### src/hdl/memBridgePkg.sv
/*
  Shared types and constants for the SIMD data-memory bridge.
  Imported by every bridge module and by the testbench.
*/
`default_nettype none

package memBridgePkg;

  // ==============================
  // widths
  // ==============================
  parameter int DATA_WIDTH = 32;             // data and byte-address width, alignment assumes 32
  parameter int BYTE_LANES = DATA_WIDTH / 8; // byte-select width

  // load/store access width
  typedef enum logic [1:0] {
    LSU_WORD = 2'b00,
    LSU_HALF = 2'b01,
    LSU_BYTE = 2'b10
  } lsuOpT;

  // how the edge PEs treat a missing neighbour
  typedef enum logic [1:0] {
    BOUNDARY_ZERO   = 2'b00, // reset value, neighbour reads as zero
    BOUNDARY_WRAP   = 2'b01, // wrap around to the other edge
    BOUNDARY_SELF   = 2'b10, // reuse own value
    BOUNDARY_SCALAR = 2'b11  // take the CP value
  } boundaryModeT;

  // register offsets inside the special page 0xFFFF_FF00..0xFFFF_FFFF
  parameter logic [7:0] BOUNDARY_FIRST_OFFSET = 8'h00;
  parameter logic [7:0] BOUNDARY_LAST_OFFSET  = 8'h04;

  // ==============================
  // lane request from the core
  // ==============================
  typedef struct packed {
    logic                    writeEnable;
    logic                    readEnable;
    lsuOpT                   opcode;     // word / half / byte
    logic [DATA_WIDTH-1:0]   byteAddr;   // core byte address
    logic [BYTE_LANES-1:0]   byteSelect; // passed through to memory
    logic [DATA_WIDTH-1:0]   storeData;  // passed through to memory
  } dmemReqT;

  // byte address seen as memory access or as special-page access
  typedef union packed {
    struct packed {
      logic [DATA_WIDTH-3:0] word;       // word index
      logic [1:0]            offset;     // byte inside the word
    } mem;
    struct packed {
      logic [23:0]           page;       // all ones selects the special page
      logic [7:0]            regOffset;  // register inside the page
    } special;
  } cpAddrU;

endpackage

`default_nettype wire

### src/hdl/dmemPort.sv
/*
  One lane's data-memory port. Forms the RAM word address and valid strobe,
  captures opcode and byte offset on each load and right-aligns the returned
  word one cycle later. Used for the CP lane and for every PE lane.
*/
`timescale 1ns/1ps
`default_nettype none

module dmemPort import memBridgePkg::*; #(
  parameter int RAM_ADDR_BITS = 10          // word address width of the RAM
) (
  input  wire logic                     iClk,
  input  wire logic                     rstN,
  input  wire dmemReqT                  req,           // lane request from core
  input  wire logic                     overrideEn,    // replace load result
  input  wire logic [DATA_WIDTH-1:0]    overrideData,
  output logic                          dmemValid,
  output logic                          dmemWriteEnable,
  output logic                          dmemReadEnable,
  output logic [RAM_ADDR_BITS-1:0]      dmemAddr,
  output logic [BYTE_LANES-1:0]         dmemByteSelect,
  output logic [DATA_WIDTH-1:0]         dmemWriteData,
  input  wire logic [DATA_WIDTH-1:0]    dmemReadData,  // one cycle after read
  output logic [DATA_WIDTH-1:0]         loadData       // aligned, zero-extended
);

  cpAddrU                  addrView;    // byte address split into word and offset
  lsuOpT                   opcodeQ;     // opcode of the load in flight
  logic [1:0]              offsetQ;     // byte offset of the load in flight
  logic [DATA_WIDTH-1:0]   alignedData;

  // ==============================
  // request side
  // ==============================
  assign addrView        = req.byteAddr;
  assign dmemAddr        = addrView.mem.word[RAM_ADDR_BITS-1:0]; // byte addr >> 2, truncated
  assign dmemWriteEnable = req.writeEnable;
  assign dmemReadEnable  = req.readEnable;
  assign dmemValid       = req.writeEnable | req.readEnable;
  assign dmemByteSelect  = req.byteSelect;  // unchanged
  assign dmemWriteData   = req.storeData;   // unchanged

  // load info, only moves on a read so each load keeps its own
  always_ff @(posedge iClk or negedge rstN) begin
    if (!rstN) begin
      opcodeQ <= LSU_WORD;
      offsetQ <= 2'b00;
    end else if (req.readEnable) begin
      opcodeQ <= req.opcode;
      offsetQ <= addrView.mem.offset;
    end
  end

  // ==============================
  // response side
  // ==============================
  always_comb begin
    case (opcodeQ)
      LSU_WORD: alignedData = dmemReadData;
      LSU_HALF: begin
        if (offsetQ[1]) begin
          alignedData = {16'b0, dmemReadData[31:16]}; // upper half
        end else begin
          alignedData = {16'b0, dmemReadData[15:0]};  // lower half
        end
      end
      LSU_BYTE: begin
        case (offsetQ)
          2'b00:   alignedData = {24'b0, dmemReadData[7:0]};
          2'b01:   alignedData = {24'b0, dmemReadData[15:8]};
          2'b10:   alignedData = {24'b0, dmemReadData[23:16]};
          default: alignedData = {24'b0, dmemReadData[31:24]};
        endcase
      end
      default:  alignedData = dmemReadData;    // unused code, treat as word
    endcase
  end

  // special read data wins over memory
  assign loadData = overrideEn ? overrideData : alignedData;

endmodule

`default_nettype wire

### src/hdl/simdMemBridge.sv
/*
  Data-memory bridge of the SIMD core. One CP lane with special-page decode
  and NUM_PE PE lanes, each with its own synchronous data memory.
*/
`timescale 1ns/1ps
`default_nettype none

module simdMemBridge import memBridgePkg::*; #(
  parameter int NUM_PE        = 4,   // PE lanes
  parameter int RAM_ADDR_BITS = 10   // word address width of every RAM
) (
  input  wire logic                   iClk,
  input  wire logic                   rstN,

  // CP lane
  input  wire dmemReqT                cpReq,
  output logic                        cpDmemValid,
  output logic                        cpDmemWriteEnable,
  output logic                        cpDmemReadEnable,
  output logic [RAM_ADDR_BITS-1:0]    cpDmemAddr,
  output logic [BYTE_LANES-1:0]       cpDmemByteSelect,
  output logic [DATA_WIDTH-1:0]       cpDmemWriteData,
  input  wire logic [DATA_WIDTH-1:0]  cpDmemReadData,
  output logic [DATA_WIDTH-1:0]       cpLoadData,

  // PE lanes
  input  wire dmemReqT                peReq            [NUM_PE],
  output logic                        peDmemValid      [NUM_PE],
  output logic                        peDmemWriteEnable[NUM_PE],
  output logic                        peDmemReadEnable [NUM_PE],
  output logic [RAM_ADDR_BITS-1:0]    peDmemAddr       [NUM_PE],
  output logic [BYTE_LANES-1:0]       peDmemByteSelect [NUM_PE],
  output logic [DATA_WIDTH-1:0]       peDmemWriteData  [NUM_PE],
  input  wire logic [DATA_WIDTH-1:0]  peDmemReadData   [NUM_PE],
  output logic [DATA_WIDTH-1:0]       peLoadData       [NUM_PE],

  // to the PE array
  output boundaryModeT                boundaryModeFirst,
  output boundaryModeT                boundaryModeLast
);

  dmemReqT                 cpGatedReq;     // CP request with page writes removed
  logic                    specialRdSel;
  logic [DATA_WIDTH-1:0]   specialRdData;

  // ==============================
  // CP lane
  // ==============================
  specialRegCtrl u_specialRegCtrl (
    .iClk              (iClk),
    .rstN              (rstN),
    .cpReq             (cpReq),
    .gatedReq          (cpGatedReq),
    .specialRdSel      (specialRdSel),
    .specialRdData     (specialRdData),
    .boundaryModeFirst (boundaryModeFirst),
    .boundaryModeLast  (boundaryModeLast)
  );

  dmemPort #(.RAM_ADDR_BITS(RAM_ADDR_BITS)) u_cpPort (
    .iClk            (iClk),
    .rstN            (rstN),
    .req             (cpGatedReq),
    .overrideEn      (specialRdSel),  // page load returns register value
    .overrideData    (specialRdData),
    .dmemValid       (cpDmemValid),
    .dmemWriteEnable (cpDmemWriteEnable),
    .dmemReadEnable  (cpDmemReadEnable),
    .dmemAddr        (cpDmemAddr),
    .dmemByteSelect  (cpDmemByteSelect),
    .dmemWriteData   (cpDmemWriteData),
    .dmemReadData    (cpDmemReadData),
    .loadData        (cpLoadData)
  );

  // ==============================
  // PE lanes
  // ==============================
  for (genvar i = 0; i < NUM_PE; i++) begin : g_pe
    dmemPort #(.RAM_ADDR_BITS(RAM_ADDR_BITS)) u_pePort (
      .iClk            (iClk),
      .rstN            (rstN),
      .req             (peReq[i]),
      .overrideEn      (1'b0),          // no special page on PE lanes
      .overrideData    ('0),
      .dmemValid       (peDmemValid[i]),
      .dmemWriteEnable (peDmemWriteEnable[i]),
      .dmemReadEnable  (peDmemReadEnable[i]),
      .dmemAddr        (peDmemAddr[i]),
      .dmemByteSelect  (peDmemByteSelect[i]),
      .dmemWriteData   (peDmemWriteData[i]),
      .dmemReadData    (peDmemReadData[i]),
      .loadData        (peLoadData[i])
    );
  end

endmodule

`default_nettype wire

### src/hdl/specialRegCtrl.sv
/*
  Decoder for the CP special-register page (top 256 bytes of the address space).
  Holds the two boundary-mode registers, blocks page writes from memory and
  supplies the read-back word that replaces memory data on a page load.
*/
`timescale 1ns/1ps
`default_nettype none

module specialRegCtrl import memBridgePkg::*; (
  input  wire logic                   iClk,
  input  wire logic                   rstN,
  input  wire dmemReqT                cpReq,             // raw CP request
  output dmemReqT                     gatedReq,          // to the CP memory port
  output logic                        specialRdSel,      // load in flight hit the page
  output logic [DATA_WIDTH-1:0]       specialRdData,     // read-back word
  output boundaryModeT                boundaryModeFirst, // to first PE
  output boundaryModeT                boundaryModeLast   // to last PE
);

  cpAddrU                  addrView;
  logic                    specialHit;  // request targets the special page
  logic                    specialWr;
  logic                    specialRd;
  logic [DATA_WIDTH-1:0]   rdDataQ;

  // ==============================
  // page decode
  // ==============================
  assign addrView   = cpReq.byteAddr;
  assign specialHit = &addrView.special.page;         // 0xFFFF_FFxx
  assign specialWr  = specialHit & cpReq.writeEnable;
  assign specialRd  = specialHit & cpReq.readEnable;

  // page writes never reach memory
  always_comb begin
    gatedReq             = cpReq;
    gatedReq.writeEnable = cpReq.writeEnable & ~specialHit;
  end

  // ==============================
  // boundary-mode registers
  // ==============================
  always_ff @(posedge iClk or negedge rstN) begin
    if (!rstN) begin
      boundaryModeFirst <= BOUNDARY_ZERO;
      boundaryModeLast  <= BOUNDARY_ZERO;
    end else if (specialWr) begin
      // only the low two store bits carry the mode
      if (addrView.special.regOffset == BOUNDARY_FIRST_OFFSET) begin
        boundaryModeFirst <= boundaryModeT'(cpReq.storeData[1:0]);
      end
      if (addrView.special.regOffset == BOUNDARY_LAST_OFFSET) begin
        boundaryModeLast <= boundaryModeT'(cpReq.storeData[1:0]);
      end
    end
  end

  // ==============================
  // read-back path
  // ==============================
  // select follows every CP read, so a memory load clears it again
  always_ff @(posedge iClk or negedge rstN) begin
    if (!rstN) begin
      specialRdSel <= 1'b0;
    end else if (cpReq.readEnable) begin
      specialRdSel <= specialHit;
    end
  end

  // sampled at the read edge, shown one cycle later
  always_ff @(posedge iClk) begin
    if (specialRd) begin
      if (addrView.special.regOffset == BOUNDARY_FIRST_OFFSET) begin
        rdDataQ <= {{(DATA_WIDTH-2){1'b0}}, boundaryModeFirst};
      end else begin
        rdDataQ <= {{(DATA_WIDTH-2){1'b0}}, boundaryModeLast}; // any other offset
      end
    end
  end

  assign specialRdData = rdDataQ;

endmodule

`default_nettype wire

### config.mk
export PLATFORM = sky130hd
export DESIGN_NAME = simdMemBridge
export DESIGN_NICKNAME = d
export VERILOG_FILES = /design/src/hdl/memBridgePkg.sv /design/src/hdl/dmemPort.sv /design/src/hdl/simdMemBridge.sv /design/src/hdl/specialRegCtrl.sv
export SDC_FILE = /design/constraint.sdc
export NUM_CORES = 1
export LEC_CHECK = 0
export BUFFER_PORTS_ARGS = -buffer_cell sky130_fd_sc_hd__clkbuf_2
export CAP_MARGIN = 20
export CORE_AREA = 3 3 366 368
export DETAILED_ROUTE_END_ITERATION = 12
export DIE_AREA = 0 0 369 371
export REMOVE_ABC_BUFFERS = 1
export SLEW_MARGIN = 20
export SYNTH_ARGS = -nofsm -noshare
export SYNTH_HDL_FRONTEND = slang
export SYNTH_HIERARCHICAL = 1
export SYNTH_SLANG_ARGS = --single-unit
export TNS_END_PERCENT = 50
### constraint.sdc
create_clock -name iClk -period 3.95 [get_ports iClk]
set_clock_uncertainty 0.1 [all_clocks]
set_input_delay 0.5925 -clock iClk [delete_from_list [all_inputs] [get_ports iClk]]
set_output_delay 0.5925 -clock iClk [all_outputs]
set_load 0.02 [all_outputs]
==> results.yml <==
routing:
  vias_per_cell: 2.72
  drc_errors: 0
  first_pass_iters: 8
  drtIter0Drc: 509
  antenna_left: 0
  wire_per_inst_um: 34.5
  route.vias.total: 8243
  drt_wl_total_um: 105000
worst_setup_path:
  worst_path_largest_cell_delay_ns: 0.90
  startpoint_type: "flip-flop"
  crit_fanout: 12
  critical_path_class: "flip-flop to output pin"
  reg2regPathDepth: 1
  critPathCaptureType: "output pin"
  path_cells: "inv_1 > ha_1 > nor2_1 > a222oi_1 > mux2i_1 > clkbuf_2"
  critPathArrivalTime_ns: 2.67
  crit_required_ns: 3.26
  cp_slowest_cell: "nor2_1"
placed_design:
  placed_cell_area_um2: 10100
  placedCellCount: 3005
  gp_congestion: 0.897
  hpwl_um: 96300
  numPortBuffers: 414
cells_and_area:
  design_area_um2: 10300
  final_util_pct: 7.83
  syn_to_final_growth_pct: 31.7
  drive_gt1_share_pct: 40.0
  layout.nets: 1787
  mostFrequentLayoutCell: "clkbuf_2"
  fin_cells: 3028
  layout_common_cells: "414 x clkbuf_2, 162 x conb_1, 101 x o21ai_0, 97 x inv_1, 80 x mux2i_1"
die:
  die_height_um: 371
  rows: 133
  die_w_um: 369
  core_area_um2: 131000
  dieArea_um2: 137000
  start_util_pct: 5.95
  ios: 931
clock_network:
  clock_latency_ns: 0.32
  cts_resized: 0
  htreeDepth: 1
  cts_tree: "built"
  cts_buffer_depth: 2
  cts_setup_buffers: 0
  clkSinkCount: 27
  path_clk_slew_ns: 0.11
  ctsRootBufferMaster: "clkbuf_16"
  numCtsBuffers: 3
  hold_buffers: 0
outcome:
  outcome: "complete, no violations"
power:
  switching_share_pct: 54.5
  power.internal_mw: 1.02
  p_per_area_nw_per_um2: 218
  power_frac_comb_pct: 71.5
  p_clk_share_pct: 13.8
  p_sw_mw: 1.22
  fin_total_pwr_mw: 2.23
  irDropWorstVdd_mv: 0.171
  power_leakage_nw: 4.73
  sequentialPowerShare_pct: 14.7
global_routing:
  track_usage_pct: 14.6
  grt_overflow: 0
  grt_max_degree: 37
  grt_pass1_vias: 7617
  grt_pass1_wl_um: 120000
  antenna_found_initial: 17
yosys:
  syn_area_per_cell_um2: 7.59
  yosysWarningCount: 6
  syn_inst: 1027
  syn_area_um2: 7800
timing:
  finalSetupTns_ns: 0
  slew_viol_final: 0
  tightest_slew_ns: 1.12
  rsz0062_at_grt: "false"
  setup_violations: 0
  fmax_mhz: 297
  relSlewSlack_pct: 25.2
  period_share_pct: 85.2
  hold_viol_final: 0
  min_period_ns: 3.37
job:
  cap_violations: 0
worst_hold_path:
  hold_path_class: "input port to async pin"
==> state kept, by name, indices dropped and copies added (netlist names) <==
signal / count
u_specialRegCtrl/boundaryModeFirst: 2
g_pe.u_pePort/offsetQ: 8
g_pe.u_pePort/opcodeQ: 8
u_specialRegCtrl/specialRdData: 2
u_cpPort/offsetQ: 2
u_cpPort/opcodeQ: 2
u_specialRegCtrl/specialRdSel: 1
u_specialRegCtrl/boundaryModeLast: 2
==> power groups by stage <==
stage / sequential (mW) / clock (mW) / combinational (mW)
2_1_floorplan: 0.338 / 0 / 0.835
3_3_place_gp: 0.333 / 0 / 1.59
3_5_place_dp: 0.335 / 0 / 1.61
4_1_cts: 0.329 / 0.338 / 1.61
5_1_grt: 0.332 / 0.339 / 1.74
6_report: 0.328 / 0.309 / 1.60
==> metrics by stage <==
step / setup slack (ns) / hold WS [ns]
2_1_floorplan: 1.27 / 0.197
3_3_place_gp: 0.898 / 0.408
3_5_place_dp: 0.861 / 0.412
4_1_cts: 0.460 / 0.244
5_1_grt: 0.329 / 0.237
6_report: 0.584 / 0.223
==> worst max-delay path: cells and delay by family (launching register included) <==
kind	cells	cell delay (ns)
adders and majority gates	1	0.44
and+or+nand+nor	1	0.90
muxes	1	0.23
AOI/OAI and AO/OA	1	0.15
buffers and inverters	2	0.26
DFF	1	0.37
==> cell type report <==
class	count	area, µm²
antenna	19	47.5
clock buffer	3	75.1
clock inverter	1	5.00
fill	15600	121000
inverter	97	364
multi-input combinational	682	4600
sequential	27	687
tap	1755	2200
timing repair buffer	444	2300
==> metal layers <==
metal	vias up	global-route usage (%)	part of all wire [%]
met2	1025	21.7	41
li1	3564	-	-
met1	3562	12.0	29
met5	-	5.77	1.1
met4	30	1.81	1.4
met3	62	18.8	28
==> final timing paths <==
path	from	to	slack, ns
min in group iClk	peReq[141]	g_pe[2].u_pePort/opcodeQ[1]	0.37
max in group asynchronous	rstN	u_specialRegCtrl/specialRdSel	3.08
worst max register to register	g_pe[3].u_pePort/offsetQ[1]	g_pe[3].u_pePort/offsetQ[1]	2.47
worst min-delay path	rstN	u_specialRegCtrl/boundaryModeLast[0]	0.22
worst max-delay path	g_pe[1].u_pePort/opcodeQ[0]	peLoadData[71]	0.58
worst min register to register	u_specialRegCtrl/boundaryModeLast[0]	u_specialRegCtrl/boundaryModeLast[0]	0.44
(Power assumes the default switching activity.)
